### src/pix_macros.svh
`ifndef PIX_MACROS_SVH
`define PIX_MACROS_SVH

// Micro-block size in pixels and lines
`define PIX_BLOCK_W 8
`define PIX_BLOCK_H 16

// Blocks per frame, 40 x 64 pixels in total
`define PIX_BLOCK_COLS 5
`define PIX_BLOCK_LINES 4

// Default pixel FIFO of 16 entries
`define PIX_FIFO_DEPTH_LOG2 4

`endif
### src/pix_pkg.sv
package pix_pkg;

    // One camera pixel, red in the top byte
    typedef struct packed {
        logic [7:0] red;
        logic [7:0] green;
        logic [7:0] blue;
    } rgb_t;

    // FIFO entry, vsync sits in the top bit
    typedef struct packed {
        logic vsync;
        logic hsync;
        rgb_t rgb;
    } fifo_word_t;

    // Sum of 128 green bytes, 255 * 128 fits in 15 bits
    typedef logic [14:0] block_sum_t;

    // Sampler waits for a clean frame start before pushing
    typedef enum logic {
        WAIT_FRAME,
        IN_FRAME
    } sampler_state_e;

endpackage

### src/rgb_capture_top.sv
`timescale 1ns/100ps

`include "pix_macros.svh"

module rgb_capture_top (
    input  logic                clk,
    input  logic                nrst,
    input  pix_pkg::rgb_t       cam_rgb,
    input  logic                cam_hsync,
    input  logic                cam_vsync,
    input  logic                cam_strobe,
    input  logic                rgb_enable,
    output pix_pkg::rgb_t       pixel_data,
    output logic [31:0]         pixel_idx,
    output logic                pixel_valid,
    output logic                sum_valid,
    output pix_pkg::block_sum_t sum_value,
    output logic [2:0]          sum_block_col,
    output logic [1:0]          sum_block_line,
    output logic                overflow
);
    import pix_pkg::*;

    logic       push;
    fifo_word_t push_word;
    logic       full;
    logic       empty;
    rgb_t       fifo_rgb;
    logic       fifo_hsync;
    logic       fifo_vsync;
    logic [2:0] pixel_col;
    logic [3:0] pixel_line;
    logic [2:0] block_col;
    logic [1:0] block_line;

    cam_sampler cam_sampler_i (
        .clk        (clk),
        .nrst       (nrst),
        .cam_rgb    (cam_rgb),
        .cam_hsync  (cam_hsync),
        .cam_vsync  (cam_vsync),
        .cam_strobe (cam_strobe),
        .full       (full),
        .push       (push),
        .push_word  (push_word),
        .overflow   (overflow)
    );

    pixel_fifo #(
        .depth_log2 (`PIX_FIFO_DEPTH_LOG2)
    ) pixel_fifo_i (
        .clk       (clk),
        .nrst      (nrst),
        .push      (push),
        .push_word (push_word),
        .rgb       (fifo_rgb),
        .hsync     (fifo_hsync),
        .vsync     (fifo_vsync),
        .empty     (empty),
        .full      (full)
    );

    rgb_logic rgb_logic_i (
        .clk         (clk),
        .nrst        (nrst),
        .rgb         (fifo_rgb),
        .hsync       (fifo_hsync),
        .vsync       (fifo_vsync),
        .empty       (empty),
        .pixel_data  (pixel_data),
        .pixel_idx   (pixel_idx),
        .pixel_valid (pixel_valid),
        .pixel_col   (pixel_col),
        .pixel_line  (pixel_line),
        .block_col   (block_col),
        .block_line  (block_line),
        .rgb_enable  (rgb_enable)
    );

    block_stats block_stats_i (
        .clk            (clk),
        .nrst           (nrst),
        .pixel_data     (pixel_data),
        .pixel_valid    (pixel_valid),
        .pixel_idx      (pixel_idx),
        .pixel_col      (pixel_col),
        .pixel_line     (pixel_line),
        .block_col      (block_col),
        .block_line     (block_line),
        .sum_valid      (sum_valid),
        .sum_value      (sum_value),
        .sum_block_col  (sum_block_col),
        .sum_block_line (sum_block_line)
    );

endmodule

### src/block_stats.sv
`timescale 1ns/100ps

`include "pix_macros.svh"

module block_stats (
    input  logic                clk,
    input  logic                nrst,
    input  pix_pkg::rgb_t       pixel_data,
    input  logic                pixel_valid,
    input  logic [31:0]         pixel_idx,
    input  logic [2:0]          pixel_col,
    input  logic [3:0]          pixel_line,
    input  logic [2:0]          block_col,
    input  logic [1:0]          block_line,
    output logic                sum_valid,
    output pix_pkg::block_sum_t sum_value,
    output logic [2:0]          sum_block_col,
    output logic [1:0]          sum_block_line
);
    import pix_pkg::*;

    localparam logic [2:0] last_col = 3'(`PIX_BLOCK_W - 1);
    localparam logic [3:0] last_line = 4'(`PIX_BLOCK_H - 1);

    // Shown coordinates already point one pixel ahead
    logic [2:0] next_col;
    logic [3:0] next_line;
    logic [2:0] next_bcol;
    logic [1:0] next_bline;

    logic [2:0] cur_col;
    logic [3:0] cur_line;
    logic [2:0] cur_bcol;
    logic [1:0] cur_bline;
    logic       first_pixel;

    block_sum_t sums [`PIX_BLOCK_COLS];
    block_sum_t new_sum;

    // First pixel of a frame sits at the origin
    assign first_pixel = (pixel_idx == 32'd1);
    assign cur_col = first_pixel ? 3'd0 : next_col;
    assign cur_line = first_pixel ? 4'd0 : next_line;
    assign cur_bcol = first_pixel ? 3'd0 : next_bcol;
    assign cur_bline = first_pixel ? 2'd0 : next_bline;

    // First pixel of a block restarts its sum
    assign new_sum = (((cur_line == 4'd0) && (cur_col == 3'd0)) ? 15'd0 : sums[cur_bcol]) +
                     15'(pixel_data.green);

    always_ff @(posedge clk or negedge nrst) begin
        if (!nrst) begin
            next_col <= '0;
            next_line <= '0;
            next_bcol <= '0;
            next_bline <= '0;
            sum_valid <= 1'b0;
        end else begin
            sum_valid <= pixel_valid && (cur_col == last_col) && (cur_line == last_line);
            if (pixel_valid) begin
                next_col <= pixel_col;
                next_line <= pixel_line;
                next_bcol <= block_col;
                next_bline <= block_line;
            end
        end
    end

    always_ff @(posedge clk) begin
        if (pixel_valid) begin
            sums[cur_bcol] <= new_sum;
            sum_value <= new_sum;
            sum_block_col <= cur_bcol;
            sum_block_line <= cur_bline;
        end
    end

endmodule

### src/rgb_logic.sv
`timescale 1ns/100ps

module rgb_logic (
    input  logic        clk,
    input  logic        nrst,

    input  logic [23:0] rgb,
    input  logic        hsync,
    input  logic        vsync,
    input  logic        empty,

    // Latched pixel
    output logic [23:0] pixel_data,
    output logic [31:0] pixel_idx,
    output logic        pixel_valid,

    // Position inside the micro-block
    output logic [2:0]  pixel_col,
    output logic [3:0]  pixel_line,
    // Micro-block position in the frame
    output logic [2:0]  block_col,
    output logic [1:0]  block_line,

    // Sampled once per frame at the frame start
    input  logic        rgb_enable
);

    logic vsync_r;
    logic frame_enable;
    logic sync_valid;
    logic frame_start;
    logic is_pixel;

    assign frame_start = ~vsync_r & vsync;
    assign is_pixel = vsync & hsync;

    // Pixel index within the frame
    always_ff @(posedge clk or negedge nrst) begin
        if (!nrst) begin
            vsync_r <= 1'b0;
            pixel_idx <= '0;
        end else if (!empty) begin
            vsync_r <= vsync;
            if (frame_start) begin
                pixel_idx <= '0;
            end
            if (vsync_r && is_pixel) begin
                pixel_idx <= pixel_idx + 1'b1;
            end
        end
    end

    // Nested coordinate counters
    always_ff @(posedge clk or negedge nrst) begin
        if (!nrst) begin
            pixel_col <= '0;
            pixel_line <= '0;
            block_col <= '0;
            block_line <= '0;
            frame_enable <= 1'b0;
        end else if (!empty) begin
            if (frame_start) begin
                pixel_col <= '0;
                pixel_line <= '0;
                block_col <= '0;
                block_line <= '0;
                frame_enable <= rgb_enable;
            end else if (is_pixel) begin
                pixel_col <= pixel_col + 1'b1;
                if (pixel_col == 3'd7) begin
                    pixel_col <= '0;
                    block_col <= block_col + 1'b1;
                    // End of a frame line
                    if (block_col == 3'd4) begin
                        block_col <= '0;
                        pixel_line <= pixel_line + 1'b1;
                        if (pixel_line == 4'd15) begin
                            pixel_line <= '0;
                            block_line <= block_line + 1'b1;
                            if (block_line == 2'd3) begin
                                block_line <= '0;
                            end
                        end
                    end
                end
            end
        end
    end

    always_ff @(posedge clk) begin
        if (!empty) begin
            pixel_data <= rgb;
        end
    end

    // One cycle per popped pixel word
    always_ff @(posedge clk or negedge nrst) begin
        if (!nrst) begin
            sync_valid <= 1'b0;
        end else begin
            sync_valid <= ~empty & is_pixel;
        end
    end

    assign pixel_valid = frame_enable & sync_valid;

endmodule

### src/pixel_fifo.sv
`timescale 1ns/100ps

module pixel_fifo #(
    parameter int depth_log2 = 4
) (
    input  logic                clk,
    input  logic                nrst,
    input  logic                push,
    input  pix_pkg::fifo_word_t push_word,
    output pix_pkg::rgb_t       rgb,
    output logic                hsync,
    output logic                vsync,
    output logic                empty,
    output logic                full
);
    import pix_pkg::*;

    localparam int depth = 1 << depth_log2;

    fifo_word_t          mem [depth];
    logic [depth_log2:0] wr_ptr;
    logic [depth_log2:0] rd_ptr;
    logic                wr_en;
    logic                rd_en;
    fifo_word_t          head;

    // Extra pointer bit tells full from empty
    assign empty = (wr_ptr == rd_ptr);
    assign full = (wr_ptr[depth_log2] != rd_ptr[depth_log2]) &&
                  (wr_ptr[depth_log2-1:0] == rd_ptr[depth_log2-1:0]);

    assign wr_en = push & ~full;
    // The consumer takes the head on every cycle it is there
    assign rd_en = ~empty;

    always_ff @(posedge clk or negedge nrst) begin
        if (!nrst) begin
            wr_ptr <= '0;
            rd_ptr <= '0;
        end else begin
            if (wr_en) begin
                wr_ptr <= wr_ptr + 1'b1;
            end
            if (rd_en) begin
                rd_ptr <= rd_ptr + 1'b1;
            end
        end
    end

    always_ff @(posedge clk) begin
        if (wr_en) begin
            mem[wr_ptr[depth_log2-1:0]] <= push_word;
        end
    end

    // Head word split into the fields rgb_logic reads
    assign head = mem[rd_ptr[depth_log2-1:0]];
    assign rgb = head.rgb;
    assign hsync = head.hsync;
    assign vsync = head.vsync;

endmodule

### src/cam_sampler.sv
`timescale 1ns/100ps

module cam_sampler (
    input  logic               clk,
    input  logic               nrst,
    input  pix_pkg::rgb_t      cam_rgb,
    input  logic               cam_hsync,
    input  logic               cam_vsync,
    input  logic               cam_strobe,
    input  logic               full,
    output logic               push,
    output pix_pkg::fifo_word_t push_word,
    output logic               overflow
);
    import pix_pkg::*;

    sampler_state_e state;
    logic           vsync_prev;
    logic           frame_start;
    logic           pending;

    // First strobed word with vsync high after a word with vsync low
    assign frame_start = cam_strobe && cam_vsync && !vsync_prev && (state == WAIT_FRAME);

    // Word is lost if the FIFO is full when it is due
    assign push = pending & ~full;

    always_ff @(posedge clk or negedge nrst) begin
        if (!nrst) begin
            state <= WAIT_FRAME;
            // Assume a frame is running, so the partial one is dropped
            vsync_prev <= 1'b1;
            pending <= 1'b0;
            overflow <= 1'b0;
        end else begin
            pending <= cam_strobe && ((state == IN_FRAME) || frame_start);
            if (cam_strobe) begin
                vsync_prev <= cam_vsync;
            end
            if (frame_start) begin
                state <= IN_FRAME;
            end
            // Sticky until reset
            if (pending && full) begin
                overflow <= 1'b1;
            end
        end
    end

    always_ff @(posedge clk) begin
        if (cam_strobe) begin
            push_word.rgb <= cam_rgb;
            push_word.hsync <= cam_hsync;
            push_word.vsync <= cam_vsync;
        end
    end

endmodule

### config.mk
export PLATFORM = sky130hd
export DESIGN_NAME = rgb_capture_top
export DESIGN_NICKNAME = d
export VERILOG_FILES = /design/src/pix_pkg.sv /design/src/rgb_capture_top.sv /design/src/block_stats.sv /design/src/rgb_logic.sv /design/src/pixel_fifo.sv /design/src/cam_sampler.sv
export VERILOG_INCLUDE_DIRS = /design/src /design/src/src
export SDC_FILE = /design/constraint.sdc
export NUM_CORES = 1
export LEC_CHECK = 0
export BUFFER_PORTS_ARGS = -buffer_cell sky130_fd_sc_hd__buf_2
export CAP_MARGIN = 20
export CORE_AREA = 2 2 272 274
export CTS_CLUSTER_DIAMETER = 30
export DETAILED_ROUTE_END_ITERATION = 12
export DIE_AREA = 0 0 274 276
export PLACE_DENSITY_LB_ADDON = 0.25
export SKIP_LAST_GASP = 1
export SYNTH_ARGS = -nofsm -noshare
export SYNTH_HDL_FRONTEND = slang
export SYNTH_HIERARCHICAL = 1
export SYNTH_SLANG_ARGS = --single-unit
### constraint.sdc
create_clock -name clk -period 13.51 [get_ports clk]
set_input_delay 1.351 -clock clk [delete_from_list [all_inputs] [get_ports clk]]
set_output_delay 1.351 -clock clk [all_outputs]
set_load 0.01 [all_outputs]
[Yosys cells after proc, flatten, opt, wreduce, memory -nomap -nowiden]
Memories as Yosys holds them, arrays and structs flattened.
Cells that the tools add are included.
Cells by class
  multiplexer cells: 28
  bitwise operators: 10
  reductions and logical operators: 25
  equal/unequal tests: 10
  $add $sub $neg: 8
Operators by type and width (number)
  $mux W32: 2
  $add A32 B1 Y32 const B: 1
  $eq A32 B1 Y1 const B: 1
  $mux W3: 9
  $mux W4: 6
  $add A15 B8 Y15: 1
  $mux W15: 1
  $mux W2: 6
  $add A5 B1 Y5 const B: 2
  $logic_and A1 B1 Y1: 10
  $reduce_bool A2 Y1: 5
  $eq A3 B3 Y1 const B: 3
  $eq A4 B4 Y1 const B: 2
  $add A3 B1 Y3 const B: 2
  $and A1 B1 Y1: 6
  $reduce_and A2 Y1: 3
  $eq A5 B5 Y1: 1
  $reduce_and A5 Y1: 1
  $add A4 B1 Y4 const B: 1
  $eq A4 B4 Y1: 1
  $logic_not A4 Y1: 1
  $mux W1: 4
  $not A1 Y1: 4
  $reduce_and A4 Y1: 1
  7 further kinds: 7
Word-level totals
  memory bits (writable): 491
  memories kept: 2
  register bits: 144
Memories
  pixel_fifo_i.mem: depth 16, bits a word 26, rd ports 1, clocked after memory_dff 0, wr ports 1, RTL line pixel_fifo.sv:20  | fifo_word_t mem [depth];
  block_stats_i.sums: depth 5, bits a word 15, rd ports 1, clocked after memory_dff 0, wr ports 1, RTL line block_stats.sv:37  | block_sum_t sums [`PIX_BLOCK_COLS];

[Logic depth before layout (Yosys ltp)]
  word-level depth: 7
  gate-level depth with buffers: 18
  gate-level depth less buffers: 17

[Cells and area by module]
Netlist, hierarchy kept.
Modules (own cells, without submodules)
  pixel_fifo: instances 1, sequential area each 12742.2 um^2, area an instance 16535.9 um^2, cells an instance 764
  block_stats: instances 1, sequential area each 3178.0 um^2, area an instance 4674.5 um^2, cells an instance 322
  rgb_logic: instances 1, sequential area each 1896.8 um^2, area an instance 3044.2 um^2, cells an instance 259
  cam_sampler: instances 1, sequential area each 882.1 um^2, area an instance 939.7 um^2, cells an instance 36

[Worst setup path before layout]
Ideal clock, no wire load.
  path kind: register to register
  start point: reg pixel_fifo_i.rd_ptr[0]
  end point: mem pixel_fifo_i/mem[0][0] (netlist name) (enable)
  cell stages (with the launch flop): 9
  path slack: 8.807 ns
  data arrival time: 4.228 ns
  library setup time: 0.475 ns
  required time: 13.035 ns
  cell sequence: dfrtp_1 > buf_2 > xor2_1 > nor4_4 > and2_0 > clkbuf_2 > nor2b_1 > a21boi_2 > nor4bb_1
On the way
  cells in the longest elaborated chain, start to end: 7
Ends and longest elaborated chain
  start: declaration: RTL line pixel_fifo.sv:22  | logic [depth_log2:0] rd_ptr;
  start signal: assignment: RTL line pixel_fifo.sv:45  | rd_ptr <= rd_ptr + 1'b1;
  $eq A4 B4 Y1: RTL line pixel_fifo.sv:30  | (wr_ptr[depth_log2-1:0] == rd_ptr[depth_log2-1:0]);
  $logic_and A1 B1 Y1: RTL line pixel_fifo.sv:29  | assign full = (wr_ptr[depth_log2] != rd_ptr[depth_log2]) &&
  named net full: RTL line rgb_capture_top.sv:26  | logic full;
  $not A1 Y1: RTL line cam_sampler.sv:26  | assign push = pending & ~full;
  $and A1 B1 Y1: RTL line cam_sampler.sv:26
  named net push: RTL line rgb_capture_top.sv:24  | logic push;
  $and A1 B1 Y1: RTL line pixel_fifo.sv:32  | assign wr_en = push & ~full;
  $mux W1: RTL line pixel_fifo.sv:51  | if (wr_en) begin
  $mux W1 (not written as such): RTL line pixel_fifo.sv:52  | mem[wr_ptr[depth_log2-1:0]] <= push_word;
  end: declaration: RTL line pixel_fifo.sv:20
The timed path passes the listed nets, and every way through them passes these cells.

[Worst setup path after layout]
  start point: reg rgb_logic_i.pixel_idx[1]
  end point: mem block_stats_i/sums[1][14] (netlist name), data pin
On the way
  cells in the longest elaborated chain, start to end: 6
  elaborated cells on any way between the ends: 10
  those cells by class: add/sub (1); eq/ne (1); mux (4); reduce/logical (3); memory (1)
Ends and longest elaborated chain
  start: declaration: RTL line rgb_logic.sv:14  | output logic [31:0] pixel_idx,
  start signal: assignment: RTL line rgb_logic.sv:48  | pixel_idx <= pixel_idx + 1'b1;
  $eq A32 B1 Y1 (*): RTL line block_stats.sv:41  | assign first_pixel = (pixel_idx == 32'd1);
  parallel branches: the longest is 3 deep, another holds $mem_v2 Z5 W15
  $mux W15 (*): RTL line block_stats.sv:48  | assign new_sum = (((cur_line == 4'd0) && (cur_col == 3'd0)) ? 15'd0 : sums[cur_bcol]) +
  $add A15 B8 Y15 (*): RTL line block_stats.sv:48
  named net block_stats_i.new_sum[14]: RTL line block_stats.sv:38  | block_sum_t new_sum;
  end: declaration: RTL line block_stats.sv:37
Mark *: on every way through the listed nets, which the timed path passes.

==> metrics.txt <==
status=completed; Worst Max-Slew Pin Slew=1.06 ns; Die H=276 microns; Fillers=6448; GRT overflow=0; initial core utilization=34.7%; most frequent cells in the layout=561 x edfxtp_1, 140 x clkbuf_16, 107 x buf_2; first-pass GRT wire length=88.8 mm; Pint=0.00555 W; RSZ-0062 raised after global routing=false; # H-tree levels=4; Residual DRC=0; # port buffers=108; Max clock buf depth=3; GPL Wtd Cong=0.783; CTS Root Cell=clkbuf_16; CTS Hold Buffers Added=0; post-route setup slack=9.20 ns; Final Hold Viols=0; Bufs and invs on worst path=2; commonest non-fill, non-tap cell in the layout=edfxtp_1; CTS sink cnt=635; CP startpoint kind=flip-flop; Async SR Flop Fraction=11.7%; syn_area_per_cell=18.2 sq um; family with the most delay on the worst path=simple AND/OR/NAND/NOR gates; Min Hold Slack=0.444 ns; Synth Warn #=6; Worst-Skew Late Latency=0.70 ns; first drt pass iteration count=7; Post-synth EDFFs=561; max cap viols=0; Area growth syn-to-layout=24.6%; crit-path max cell delay=0.43 ns; chip width=274 microns; clk slew on worst S/H paths=0.05 ns; Seq cells post-synth=635; CP Class=flip-flop to flip-flop; HPWL Detailed=32.4 mm; fmax=232 MHz; ant diodes=0; minimum clock period=4.31 ns; initial antenna violation count=0; syn_nets=1432; Comb power frac=25.5%; Max Slew Vio Count=0; layout cell share with drive strength beyond 1=28.9%; Switch Pwr=0.00251 W; switching part of the total power=31.1%; # rows=99; Unique masters post-synth=72; Vias=13344; crit-path cells=nor4b_2, nand4_1, nor2_1, buf_4, nor2_1, nand2_1, o21ai_0, a211oi_1, ha_1, inv_1, fa_1, nor2b_1, o21ai_0, a21oi_1, o21ai_0, nor4_4, xnor2_1; post-synthesis cell count=1381; Seq pwr share=35.9%; largest net degree at the start of global routing=75; pwr/cell area=257 nW/um^2; vias in the first global route=14125; CP Capture Type=flip-flop; Static Leak=11.2 nW; Post-Syn Area=25200 sq um; total negative setup slack=0 ns; Core Area=72600 sq um; CTS tree=yes; gr usage total=15.9%; CTS resizes=0; crit path max-delay cell type=dfrtp_1; sequential cell area fraction in the yosys report=74.2%; Ports=109; postcts setup bufs=0; clock power share=38.6%; clk_skew=0.0341 ns; arrival time worst endpoint=4.74 ns; Max VDD drop=0.000122 V; Hold Crit Class=flip-flop to flip-flop; Final Setup Violations=0; Post-DRT Antenna Nets=0; WL per Instance=22.4 microns; final period utilization=31.9%; Nets=1641; cell repeated most along the worst path=o21ai_0; vias per inst=5.03; WL final=59.4 mm; Primary FF master, synth=edfxtp_1; CP Max Fanout=10; Slew HR=29.6%; Starting DRT DRC Count=1092; die area=75600 sq um; total CTS buffers=132; CP required=13.94 ns; pre-CTS WS=8.67 ns
## path summary, 6_finish.rpt
check / start / to / slack, ns / depth (start not counted)
hold / removal: cam_sampler_i/overflow$_DFFE_PN0P_ / cam_sampler_i/overflow$_DFFE_PN0P_ / 0.44 / 1
min in group asynchronous: nrst / rgb_logic_i/pixel_idx[21]$_DFFE_PN0P_ / 0.49 / 1
max in group asynchronous: nrst / cam_sampler_i/vsync_prev$_DFFE_PN1P_ / 12.43 / 2
setup / recovery: rgb_logic_i/pixel_idx[1]$_DFFE_PN0P_ / block_stats_i/sums[1][14]$_DFFE_PP_ / 9.20 / 17
hold reg to reg: cam_sampler_i/overflow$_DFFE_PN0P_ / cam_sampler_i/overflow$_DFFE_PN0P_ / 0.44 / 1
setup reg to reg: rgb_logic_i/pixel_idx[1]$_DFFE_PN0P_ / block_stats_i/sums[1][14]$_DFFE_PP_ / 9.20 / 17
## stage by stage
stage	utilization (%)	instance area (sq um)	total power [W]	std cells
after floorplan	-	25200	0.00429	1381
after global placement	37.2	27000	0.00497	2413
after detailed placement	37.2	27000	0.00502	2413
after CTS	43.2	31400	0.00817	2651
after global routing	43.2	31400	0.00847	2653
final	43.2	31400	0.00806	2653
## power by group through the flow
stage          registers (W)  clock network, W  logic (W)
2_1_floorplan        0.00284                 0    0.00145
3_3_place_gp         0.00292                 0    0.00205
3_5_place_dp         0.00293                 0    0.00209
4_1_cts              0.00290           0.00318    0.00209
5_1_grt              0.00293           0.00327    0.00227
6_report             0.00289           0.00311    0.00205
## cells by family (layout without fill, tap and decap cells)
| logic type | Yosys count | after routing | share of synthesized area (%) |
|---|---|---|---|
| flops | 635 | 635 | 74.2 |
| fa+ha+maj | 21 | 21 | 1.07 |
| xor+xnor | 50 | 50 | 1.74 |
| buf+inv | 83 | 396 | 1.46 |
| simple gates | 237 | 237 | 5.58 |
| compound gates | 174 | 174 | 4.70 |
| mux | 181 | 181 | 11.2 |
## synthesized netlist by cell type (all sizes together) (3+ instances only)
cell    instances  area [sq um]
a211oi          8          60.1
a21boi          3          37.5
a21o            4          30.0
a21oi          18          90.1
a22o            3          26.3
a22oi          26           195
a32oi          26           228
and2           10          63.8
and3            5          31.3
and4            5          43.8
and4b           6          60.1
buf            32           174
clkbuf         35           134
dfrtp          73          1830
edfxtp        561         16800
ha             20           250
inv            16          60.1
mux2           20           229
mux2i          82           821
mux4           79          1780
nand2          38           143
nand2b          5          31.3
nand3          19           105
nand4          25           169
nor2           69           259
nor2b           8          57.6
nor3           12          60.1
nor4           15           215
o211ai          4          35.0
o21ai          61           305
o221ai          8          70.1
or3             7          48.8
xnor2          15           131
xor2           35           307
## layer usage
metal / GRT usage (%) / up-vias / wire [microns]
li1: - / 6013 / -
met1: 19.8 / 6917 / 24800
met2: 27.3 / 319 / 30900
met3: 3.29 / 95 / 2570
met4: 5.85 / 0 / 1170
met5: 0 / - / 0
## registers in the layout, indices dropped and copies added (netlist names), 3 cells and up
signal                       cells
block_stats_i/sums              75
block_stats_i/sum_value         15
rgb_logic_i/pixel_data          24
pixel_fifo_i/rd_ptr              5
cam_sampler_i/push_word         26
pixel_fifo_i/mem               416
rgb_logic_i/block_col            3
block_stats_i/sum_block_col      3
rgb_logic_i/pixel_col            3
block_stats_i/next_col           3
block_stats_i/next_bcol          3
block_stats_i/next_line          4
rgb_logic_i/pixel_line           4
pixel_fifo_i/wr_ptr              5
rgb_logic_i/pixel_idx           32
## cell type report
cell class              instances  area (sq um)  share of cell area [%]
clock buffers                 166          3630                    11.6
clock inverters                72           748                    2.38
inverters                      16          60.1                   0.191
multi-input cells             663          6220                    19.8
flip-flops and latches        635         18700                    59.6
well taps                     959          1200                    3.82
repair buffers                142           818                    2.61
(Power assumes the default switching activity.)
